[src/common/ternary_pkg.sv]
package ternary_pkg;

    // five ternary weights fit in one byte since 3^5 = 243 <= 256
    localparam int num_rows = 5;

    // weight byte, activation byte and result byte all share this width
    localparam int data_width = 8;

    // 17 bits holds 512 worst-case accumulations of -128 without wrap
    localparam int acc_width_default = 17;

    // lowest accumulator bit that lands on the output byte
    localparam int out_lsb = 8;

    // codes 0..242 are real packings, 243..255 are spare
    localparam int num_codes = 243;

    // encoding matches the base-3 digit value, so a digit maps straight across
    typedef enum logic [1:0] {
        MAC_HOLD = 2'd0,
        MAC_ADD  = 2'd1,
        MAC_SUB  = 2'd2
    } mac_op_e;

    // one operation per accumulator row, index is the row number
    typedef mac_op_e [num_rows-1:0] mac_op_vec_t;

endpackage

[src/design/mac_array/mac_array.sv]
`timescale 1ns/1ps

module mac_array #(
    parameter int acc_width = ternary_pkg::acc_width_default
) (
    input  logic                                            clk,
    input  logic                                            reset,
    input  ternary_pkg::mac_op_vec_t                        ops_cur,
    input  logic signed [ternary_pkg::data_width-1:0]       act_cur,
    input  logic                                            run,
    output logic [ternary_pkg::num_rows-1:0][acc_width-1:0] acc_next
);

    localparam int ext_bits = acc_width - ternary_pkg::data_width;

    // row accumulators, two's complement
    logic [ternary_pkg::num_rows-1:0][acc_width-1:0] acc;

    // activation widened to accumulator width
    logic [acc_width-1:0] act_ext;

    // replicate the sign bit so negative activations stay negative
    assign act_ext = {{ext_bits{act_cur[ternary_pkg::data_width-1]}}, act_cur};

    // one adder/subtractor per row, selected by the trit
    always_comb begin
        for (int r = 0; r < ternary_pkg::num_rows; r++) begin
            case (ops_cur[r])
                ternary_pkg::MAC_ADD: acc_next[r] = acc[r] + act_ext;
                ternary_pkg::MAC_SUB: acc_next[r] = acc[r] - act_ext;
                // zero weight leaves the row alone
                default:              acc_next[r] = acc[r];
            endcase
        end
    end

    always_ff @(posedge clk) begin
        // readout edge: the queue grabs acc_next, rows start the next batch
        if (reset || !run) begin
            acc <= '0;
        end else begin
            acc <= acc_next;
        end
    end

    // every row starts a new batch from zero right after a readout
    a_clear_on_read: assert property (@(posedge clk)
        !run |=> (acc == '0));

endmodule

[src/design/mac_array/readout_queue.sv]
`timescale 1ns/1ps

module readout_queue #(
    parameter int acc_width = ternary_pkg::acc_width_default
) (
    input  logic                                            clk,
    input  logic                                            reset,
    input  logic [ternary_pkg::num_rows-1:0][acc_width-1:0] acc_next,
    input  logic                                            run,
    output logic [ternary_pkg::data_width-1:0]              result_out
);

    // snapshot of the rows, entry 0 faces the output pins
    logic [ternary_pkg::num_rows-1:0][acc_width-1:0] entry;

    always_ff @(posedge clk) begin
        if (reset) begin
            entry <= '0;
        end else if (!run) begin
            // capture includes the operand applied at this same edge
            entry <= acc_next;
        end else begin
            // shift toward entry 0, last entry keeps its value
            for (int n = 0; n < ternary_pkg::num_rows - 1; n++) begin
                entry[n] <= entry[n+1];
            end
        end
    end

    // middle byte of the accumulator, i.e. the sum divided by 256
    assign result_out = entry[0][ternary_pkg::out_lsb +: ternary_pkg::data_width];

    // row 0 of the mac array must show up first, one cycle after the load
    a_load_row0: assert property (@(posedge clk) disable iff (reset)
        !run |=> (entry[0] == $past(acc_next[0])));

endmodule

[src/design/operand_stage.sv]
`timescale 1ns/1ps

module operand_stage (
    input  logic                                      clk,
    input  logic                                      reset,
    input  ternary_pkg::mac_op_vec_t                  ops_raw,
    input  logic signed [ternary_pkg::data_width-1:0] activation_in,
    output ternary_pkg::mac_op_vec_t                  ops_cur,
    output logic signed [ternary_pkg::data_width-1:0] act_cur
);

    // first stage, captures the pins
    ternary_pkg::mac_op_vec_t                  ops_next;
    logic signed [ternary_pkg::data_width-1:0] act_next;

    always_ff @(posedge clk) begin
        if (reset) begin
            for (int i = 0; i < ternary_pkg::num_rows; i++) begin
                ops_next[i] <= ternary_pkg::MAC_HOLD;
                ops_cur[i]  <= ternary_pkg::MAC_HOLD;
            end
            act_next <= '0;
            act_cur  <= '0;
        end else begin
            ops_next <= ops_raw;
            act_next <= activation_in;
            // second stage feeds the accumulators
            ops_cur  <= ops_next;
            act_cur  <= act_next;
        end
    end

    // spare digit value 3 must never reach the accumulators
    for (genvar i = 0; i < ternary_pkg::num_rows; i++) begin : g_op_chk
        a_op_legal: assert property (@(posedge clk) disable iff (reset)
            ops_cur[i] inside {ternary_pkg::MAC_HOLD, ternary_pkg::MAC_ADD,
                               ternary_pkg::MAC_SUB});
    end

endmodule

[src/design/ternary_mac_top.sv]
`timescale 1ns/1ps

module ternary_mac_top #(
    parameter int acc_width = ternary_pkg::acc_width_default
) (
    input  logic                                   clk,
    input  logic                                   reset,
    input  logic [ternary_pkg::data_width-1:0]     weights_in,
    input  logic signed [ternary_pkg::data_width-1:0] activation_in,
    input  logic                                   run,
    output logic [ternary_pkg::data_width-1:0]     result_out
);

    // decoded per-row operations, same cycle as weights_in
    ternary_pkg::mac_op_vec_t ops_raw;

    // operands after the two register stages
    ternary_pkg::mac_op_vec_t                 ops_cur;
    logic signed [ternary_pkg::data_width-1:0] act_cur;

    // next accumulator values, also the snapshot source for readout
    logic [ternary_pkg::num_rows-1:0][acc_width-1:0] acc_next;

    trit_unpacker u_unpacker (
        .weights_in (weights_in),
        .ops_raw    (ops_raw)
    );

    // two bytes in flight between the pins and the accumulators
    operand_stage u_operands (
        .clk           (clk),
        .reset         (reset),
        .ops_raw       (ops_raw),
        .activation_in (activation_in),
        .ops_cur       (ops_cur),
        .act_cur       (act_cur)
    );

    // run low clears the rows at the same edge the queue snapshots them
    mac_array #(.acc_width(acc_width)) u_mac (
        .clk      (clk),
        .reset    (reset),
        .ops_cur  (ops_cur),
        .act_cur  (act_cur),
        .run      (run),
        .acc_next (acc_next)
    );

    readout_queue #(.acc_width(acc_width)) u_queue (
        .clk        (clk),
        .reset      (reset),
        .acc_next   (acc_next),
        .run        (run),
        .result_out (result_out)
    );

endmodule

[src/design/trit_unpacker.sv]
`timescale 1ns/1ps

module trit_unpacker (
    input  logic [ternary_pkg::data_width-1:0] weights_in,
    output ternary_pkg::mac_op_vec_t           ops_raw
);

    // packing convention: base-3 digit k (lsd first) drives row num_rows-1-k
    function automatic int row_of_digit(input int k);
        return ternary_pkg::num_rows - 1 - k;
    endfunction

    // quotient left after peeling off the lower digits
    logic [ternary_pkg::data_width-1:0] rem;

    // current digit, 0 hold / 1 add / 2 subtract
    logic [1:0] digit;

    // spare codes above the last valid packing
    logic spare_code;

    assign spare_code = (weights_in >= ternary_pkg::num_codes);

    always_comb begin
        rem   = weights_in;
        digit = 2'd0;
        for (int k = 0; k < ternary_pkg::num_rows; k++) begin
            // successive division by three yields digits lsd first
            digit = 2'(rem % 3);
            rem   = rem / 3;
            // spare codes behave as +1 on every row
            if (spare_code) begin
                ops_raw[row_of_digit(k)] = ternary_pkg::MAC_ADD;
            end else begin
                ops_raw[row_of_digit(k)] = ternary_pkg::mac_op_e'(digit);
            end
        end
    end

endmodule

[config.mk]
export PLATFORM = sky130hd
export DESIGN_NAME = ternary_mac_top
export DESIGN_NICKNAME = d
export VERILOG_FILES = /design/src/common/ternary_pkg.sv /design/src/design/mac_array/mac_array.sv /design/src/design/mac_array/readout_queue.sv /design/src/design/operand_stage.sv /design/src/design/ternary_mac_top.sv /design/src/design/trit_unpacker.sv
export SDC_FILE = /design/constraint.sdc
export NUM_CORES = 1
export LEC_CHECK = 0
export BUFFER_PORTS_ARGS = -buffer_cell sky130_fd_sc_hd__clkbuf_2
export CORE_ASPECT_RATIO = 1.5
export CORE_MARGIN = 8
export CORE_UTILIZATION = 55
export CTS_CLUSTER_DIAMETER = 150
export DETAILED_ROUTE_END_ITERATION = 6
export GPL_TIMING_DRIVEN = 0
export MAX_ROUTING_LAYER = met4
export PLACE_DENSITY = 0.68
export SLEW_MARGIN = 20
export SYNTH_ARGS = -nofsm -noshare
export SYNTH_HDL_FRONTEND = slang
export SYNTH_SLANG_ARGS = --single-unit
[constraint.sdc]
create_clock -name clk -period 16.3 [get_ports clk]
set_input_delay 2.445 -clock clk [delete_from_list [all_inputs] [get_ports clk]]
set_output_delay 2.445 -clock clk [all_outputs]
set_load 0.005 [all_outputs]
Yosys cells after proc, flatten, opt, wreduce, memory -nomap -nowiden --
Index checks and enable logic that the tools add are counted.
Word-level totals: ROM bits 0, output and inout bits 8, input bits 19, memories 0, bits in writable memories 0, word-level logic and storage cells 71, latch bits 0, register bits after elaboration 205
Cells by class: multiplexer cells 11, reduce and logical (&&, ||, !) cells 3, multiply operators 0, add/subtract/negate cells 10, div/mod/pow operators 9, shifts and indexed selects 0, eq/ne operators 10, bitwise logic cells 0, magnitude comparators 1
Operator list (count):
- one-hot mux 17 bit (2 select lines) | 5
- remainder unit 8 x 2 -> 32 bit (second input constant) | 5
- divider 8 x 2 -> 32 bit (second input constant) | 4
- adder 17 bit | 5
- subtractor 17 bit | 5
- two-way mux 68 bit | 1
- == test 2 x 1 -> 1 bit (second input constant) | 5
- == test 2 bit (second input constant) | 5
- greater-or-equal comparator 8 bit (second input constant) | 1
- two-way mux 1 bit | 5
- OR reduction 2 bit | 1
- logical NOT 1 bit | 1
- logical OR 1 bit | 1

Logic depth before layout (Yosys ltp) --
Gate-level depths: netlist of run 1.
depth after elaboration 6, gate-level depth with buffers 57, depth with buffers taken out 51

By module --
A second synthesis of run 1 with hierarchy kept.
Unflattened totals: cell total of the unflattened synthesis 1797, area, all modules 14043.5 um2
By module, submodules not included:
- mac_array | instances 1, area each 8196.6 um2, cells an instance 1075, sequential area each 1701.6 um2
- trit_unpacker | instances 1, area each 3395.8 um2, cells an instance 502, sequential area each 0.0 um2
- readout_queue | instances 1, area each 1456.4 um2, cells an instance 145, sequential area each 800.8 um2
- operand_stage | instances 1, area each 994.7 um2, cells an instance 75, sequential area each 720.7 um2

Worst setup path after synthesis of run 1 --
No wires, ideal clock.
kind input -> register, from input port weights_in[6] (netlist bit), to register u_operands.ops_next[0] (netlist bit), setup time 0.132 ns, slack 3.658 ns, stages on the path 54, required time 16.168 ns, arrival 12.510 ns, buffers on the path 5, path through buf_2 -> buf_2 -> clkbuf_1 -> ha_1 -> nand2b_1 -> a2111o_1 -> and3_1 -> buf_6 -> o32ai_2 -> nand2_1 -> xnor2_1 -> inv_1 -> ha_1 -> a2111oi_2 -> o21ai_2 -> xor2_1 -> ha_1 -> nor4_2 -> (+18 left out) -> xor2_1 -> ha_1 -> a211oi_1 -> o21ai_0 -> and3b_1 -> a21bo_2 -> mux2i_4 -> ha_1 -> nor3b_1 -> and3_1 -> o32a_1 -> nor2_1 -> mux2i_1 -> inv_1 -> ha_1 -> nor2_1 -> xnor2_1 -> a21oi_1
On the way: word-level cells in the longest chain between the ends 6, elaborated cells between the ends (all ways) 7, classes of those cells div: 5; order compare: 1; mux: 1
Ends and longest elaborated chain:
- from (decl) | line ternary_mac_top.sv:8 | input logic [ternary_pkg::data_width-1:0] weights_in,
- divider 8 x 2 -> 32 bit (4 in a row) | line trit_unpacker.sv:30 | rem = rem / 3;
- remainder unit 8 x 2 -> 32 bit | line trit_unpacker.sv:29 | digit = 2'(rem % 3);
- two-way mux 1 bit (*) | line trit_unpacker.sv:32 | if (spare_code) begin
- to (signal, indexed assignment) | line operand_stage.sv:19 | ops_next[i] <= ternary_pkg::MAC_HOLD;
- to (signal assigned) | line operand_stage.sv:25 | ops_next <= ops_raw;
- to (decl) | line operand_stage.sv:13 | ternary_pkg::mac_op_vec_t ops_next;
Every way passes the cells marked *; elsewhere a longest branch is shown, timed or not. A chain may end at the register's enable or synchronous reset.

Final worst setup path of run 1 --
Same ends and word-level chain as after synthesis.

==> impl_metrics.ini, run 1 <==
[timing]
finalSetupTns_ns = 0
slew_headroom = 0.471
max_freq_mhz = 70.5
drv_slew = 0
fin_ws_ns = 2.12
rsz0062_at_grt = no
min_period_ns = 14.18
setup_viol = 0
period_share = 0.870
hold_viol_final = 0
worst_slew_pin_slew_ns = 0.786
skew_ns = 0.00856

[floorplanning]
die_x_um = 137
dieArea_mm2 = 0.0272
num_rows = 66
die_h_um = 198
core_mm2 = 0.0216
num_io_pins = 27
initial_core_util = 0.561

[power]
vdd_drop_max_mv = 0.0663
p_comb_frac = 0.483
switching_power_uw = 654
p_int_uw = 982
p_leak_uw = 0.00533
power_frac_seq = 0.272
p_per_area_mw_per_mm2 = 124
pwr-share-clk = 0.246
swShare = 0.400

[final_layout]
regArea_mm2 = 0.00312
fin_area_mm2 = 0.0132
nNetsFinal = 1771
fill_cells = 2056
utilization = 0.609
drive_above_1_share = 0.0616
syn2layout_area_growth_pct = 8.71
num_antenna_cells = 0
multiInputGateArea_mm2 = 0.00813

[yosys]
synth-xor-area-share = 0.0440
syn_nets = 1728
synthSimpleGateAreaFrac = 0.227
synth_compound_area_frac = 0.238
synth_top_family_by_area = compound AO/OA/AOI/OAI gates
synth_seq_cells = 156
synth.avg_cell_area_um2 = 7.58
synth_fa_ha_area_frac = 0.114
synthFlopType = dfxtp_1
netlist_area_mm2 = 0.0121
synth-edff-count = 0
synth_mux_area_frac = 0.0467
ys_warn_count = 0
synth-seq-area-share = 0.257
synth_cells = 1601
yosysUniqueCellTypes = 96
synthArstFlopShare = 0

[job]
cap_viol_max_count = 0

[placed_design]
hpwl_um = 25800
finalWeightedCongestion = 0.965
port_buffers = 24
placed_area_mm2 = 0.0126
place_ws_ns = 1.88

[clock_network]
cts_tree = yes
cts_htree_levels = 4
cts-buffers-inserted = 17
cts_buffer_depth = 2
hold_buffers = 0
cts-root-buf = clkbuf_16
ctsResizeCount = 0
clkLatencyLatePin_ns = 0.43
clock_sinks = 156
clk_pin_slew_ns = 0.06
post_cts_buffers = 0

[setup_path]
critical_path_buf_inv_count = 8
cp.required_ns = 16.58
critical_path.slowest_cell = a2111oi_4
r2r_slack_ns = 10.84
critPathMaxStageDelay_ns = 0.59
start_kind = primary input
crit_type = primary input to flip-flop
crit_top_cell = ha_1
worst_setup_path_end_kind = flip-flop
cp_max_fo = 10
arrival_ns = 14.46
crit_family = compound AO/OA/AOI/OAI gates

[routing]
wl_per_cell_um = 17.1
via_per_inst = 5.90
drc = 0
vias = 11400
drt_wl_total_um = 33000
dr.pass1.iters = 5
drt_iter0_markers = 586
ant_nets = 0

[worst_hold_path]
hold_path_class = flip-flop to flip-flop

[global_route]
grt_antenna_before_repair = 0
grt_pass1_vias = 10900
grt_overflow_total = 0
grt_max_degree = 17
grt_pass1_wl_um = 52900
grt_usage = 0.250

[status]
status = finished clean
[path summary, 6_finish.rpt]
check                          from                     end  depth (start not counted)
max                   weights_in[6]  u_operands.ops_next[0]                         55
max reg2reg   u_operands.ops_cur[0]   u_queue.result_out[7]                         23
min reg2reg  u_operands.ops_next[9]   u_operands.ops_cur[9]                          1
min          u_operands.ops_next[9]   u_operands.ops_cur[9]                          1
[routing by layer]
layer / part of all wire / global-route usage
met1: 0.39 / 0.247
met2: 0.55 / 0.474
met3: 0.026 / 0.0236
met4: 0.041 / 0.116
met5: 0 / -
[kinds of logic (layout without fill, tap and decap cells)]
logic type,count (synthesis),after routing
AND/OR/NAND/NOR,559,559
adder cells (fa/ha/maj),108,108
flip-flops,156,156
AO/OA/AOI/OAI,444,444
multiplexers,55,55
buffers and inverters,218,274
XOR/XNOR,61,61
[area by class of cell]
cell class	instances	share of cell area
plain buffers	109	0.0356
clock buffers	20	0.0346
clock inverters	12	0.0105
inverters	109	0.0310
multi-input cells	1227	0.616
flip-flops and latches	156	0.237
well taps	272	0.0258
repair buffers	24	0.00911
[power by group through the flow]
stage | combinational [µW] | sequential [µW] | clock (µW)
detailed placement | 780 | 452 | 0
CTS | 787 | 444 | 405
global route | 880 | 448 | 421
finish | 789 | 445 | 402
floorplan | 609 | 447 | 0
global placement | 766 | 451 | 0
[cells in the mapped netlist, types with 47 or more instances]
cell type,n,area [µm²]
a21oi_1,177,886
clkbuf_1,76,285
dfxtp_1,156,3120
ha_1,103,1290
inv_1,108,405
mux2i_1,51,510
nand2_1,90,338
nor2_1,214,803
nor2b_1,68,425
nor3_1,50,250
o21ai_0,69,345
xnor2_1,47,412
[worst register-to-register path, cell delays in order (launching register included)]
cell      delay, ns
dfxtp_1        0.30
inv_1          0.05
ha_1           0.13
clkbuf_1       0.30
buf_1          0.55
mux2i_1        0.40
ha_1           0.29
nor2b_1        0.12
o21ai_0        0.19
a21oi_1        0.11
o21ai_0        0.26
a21oi_1        0.13
o21ai_0        0.28
a21oi_1        0.15
o21ai_0        0.22
a21oi_1        0.12
o21ai_0        0.22
a21oi_1        0.12
o21ai_0        0.22
a21oi_1        0.13
mux2i_1        0.17
nand2_1        0.09
xnor2_1        0.16
a211oi_1       0.59
[cell usage in the layout (no fill, tap or decap), types with 6 or more instances in the layout]
| cell type | count |
|---|---|
| a21oi_1 | 177 |
| nand3b_1 | 10 |
| dfxtp_1 | 156 |
| and3_1 | 33 |
| nor2_1 | 214 |
| o21a_1 | 43 |
| mux2i_1 | 51 |
| nand3_1 | 15 |
| nor2b_1 | 68 |
| clkbuf_1 | 77 |
| nand2b_1 | 16 |
| a21o_1 | 9 |
| buf_4 | 8 |
| o221ai_1 | 8 |
| buf_1 | 13 |
| o31a_1 | 9 |
| xor2_1 | 14 |
| o31ai_1 | 19 |
| a2bb2oi_1 | 6 |
| ha_1 | 103 |
| o211ai_1 | 7 |
| nor3_1 | 50 |
| or3_1 | 11 |
| o21ai_0 | 69 |
| clkbuf_2 | 24 |
| a31oi_1 | 8 |
| a22oi_1 | 7 |
| nand2_1 | 90 |
| clkbuf_16 | 17 |
| clkinvlp_4 | 7 |
| buf_2 | 9 |
| xnor2_1 | 47 |
| inv_1 | 108 |
| a211oi_1 | 13 |
| o21bai_1 | 8 |
| nor3b_1 | 10 |
[through the flow]
| stage | power [µW] | std cells | hold slack, ns |
|---|---|---|---|
| 4_1_cts | 1640 | 1929 | 0.440 |
| 3_5_place_dp | 1230 | 1897 | 0.425 |
| 5_1_grt | 1750 | 1929 | 0.457 |
| 3_3_place_gp | 1220 | 1897 | 0.417 |
| 2_1_floorplan | 1060 | 1601 | 0.414 |
| 6_report | 1640 | 1929 | 0.436 |
No activity file was read; power rests on OpenSTA's default activity.
==> run 2: changes to the inputs <==
GPL_TIMING_DRIVEN = 1   (was 0)
==> run 2 against run 1 <==
Net effect: sequential cell count is the same; global-route usage is 1.2 points lower; largest cell class unchanged; combinational power down 3.5%; via count is 4.2% lower; register-to-register slack better by 0.43 ns; setup slack worse by 0.13 ns; sequential share of layout area increased by 0.54 points; die area unchanged; wire length is 7.1% lower.
==> impl_metrics.ini, run 2 (synthesized netlist as in run 1, its figures left out) <==
[timing]
rsz0062_at_grt = no
drv_slew = 0
hold_viol_final = 0
finalSetupTns_ns = 0
max_freq_mhz = 69.9
fin_hold_ws_ns = 0.437
fin_ws_ns = 1.99
worst_slew_pin_slew_ns = 1.05
slew_headroom = 0.302
min_period_ns = 14.31
setup_viol = 0
skew_ns = 0.0110
period_share = 0.878

[setup_path]
crit_type = primary input to flip-flop
cp_max_fo = 23
worst_setup_path_end_kind = flip-flop
arrival_ns = 14.59
critical_path.slowest_cell = o32ai_2
crit_top_cell = ha_1
critPathMaxStageDelay_ns = 0.78
cp.required_ns = 16.58
start_kind = primary input

[final_layout]
layout.cells.non_filler = 1839
multiInputGateArea_mm2 = 0.00813
drive_above_1_share = 0.0664
regArea_mm2 = 0.00312
fill_cells = 2052
final_cell_mix = 214 x nor2_1, 177 x a21oi_1, 156 x dfxtp_1
syn2layout_area_growth_pct = 6.29
num_antenna_cells = 0
final_common_cell = nor2_1
nNetsFinal = 1681

[floorplanning]
num_io_pins = 27
num_rows = 66
initial_core_util = 0.561
die_x_um = 137
die_h_um = 198
core_mm2 = 0.0216
dieArea_mm2 = 0.0272

[status]
status = finished clean

[placed_design]
place_inst = 1807
finalWeightedCongestion = 0.931
hpwl_um = 22500
place_ws_ns = 1.73
port_buffers = 26

[global_route]
grt_max_degree = 81
grt_antenna_before_repair = 0
grt_pass1_wl_um = 51000
grt_usage = 0.237
grt_pass1_vias = 10600
grt_overflow_total = 0

[clock_network]
post_cts_buffers = 0
hold_buffers = 0
clock_sinks = 156
cts_tree = yes
cts-buffers-inserted = 17
clkLatencyLatePin_ns = 0.43
ctsResizeCount = 0
clk_pin_slew_ns = 0.06
cts_htree_levels = 4
cts_buffer_depth = 2
cts-root-buf = clkbuf_16

[routing]
vias = 10900
drt_wl_total_um = 30700
wl_per_cell_um = 16.7
ant_nets = 0
drt_iter0_markers = 568
drc = 0
dr.pass1.iters = 5
via_per_inst = 5.93

[power]
vdd_drop_max_mv = 0.0913
p_leak_uw = 0.00526
p_per_area_mw_per_mm2 = 126
total_power_uw = 1630

[worst_hold_path]
hold_path_class = flip-flop to flip-flop

[job]
cap_viol_max_count = 0
## run 2: changes by cell type in the layout (fill, tap and decap cells not counted), moves of 5 or more
cell	delta
clkbuf_1	-77
clkinvlp_4	-5
buf_2	-9
buf_4	+9
buf_1	-13
## run 2: where the power goes
| part | switching (µW) | total (µW) | internal (µW) |
|---|---|---|---|
| Clock | 169 | 422 | 253 |
| Sequential | 19.3 | 446 | 426 |
| Combinational | 447 | 761 | 314 |
| Total | 635 | 1630 | 993 |
## run 2: final cells by class
cell class / count / share of cell area
Clock buffer: 19 / 0.0351
Inverter: 109 / 0.0317
Sequential cell: 156 / 0.242
Timing Repair Buffer: 43 / 0.0200
Multi-Input combinational cell: 1227 / 0.631
Clock inverter: 13 / 0.0137
Tap cell: 272 / 0.0264
## run 2: per-stage QoR
step | instance area, µm² | util
2_1_floorplan | 12100 | -
3_3_place_gp | 12300 | 0.567
3_5_place_dp | 12300 | 0.567
4_1_cts | 12900 | 0.596
5_1_grt | 12900 | 0.596
6_report | 12900 | 0.596
## run 2: final timing paths
kind                                              from                     end  slack (ns)  cells past startpoint
worst max-delay path                     weights_in[7]  u_operands.ops_next[0]        1.99                     50
worst min-delay path            u_operands.ops_next[6]   u_operands.ops_cur[6]        0.44                      1
worst max register to register   u_operands.act_cur[2]   u_queue.result_out[7]       11.27                     20
worst min register to register  u_operands.ops_next[6]   u_operands.ops_cur[6]        0.44                      1
## run 2: worst max-delay path: cells and delay by family
family                   cells  cell delay (ns)
AO/OA/AOI/OAI               17             4.95
AND/OR/NAND/NOR             14             3.12
adder cells (fa/ha/maj)      8             2.19
XOR/XNOR                     6             1.17
buffers and inverters        3             0.42
multiplexers                 2             0.26
## run 2: per-layer routing
| layer | up-vias | part of all wire | track usage |
|---|---|---|---|
| li1 | 5498 | - | - |
| met1 | 5128 | 0.41 | 0.251 |
| met2 | 212 | 0.53 | 0.430 |
| met3 | 68 | 0.029 | 0.0269 |
| met4 | 0 | 0.031 | 0.107 |
| met5 | - | 0 | - |
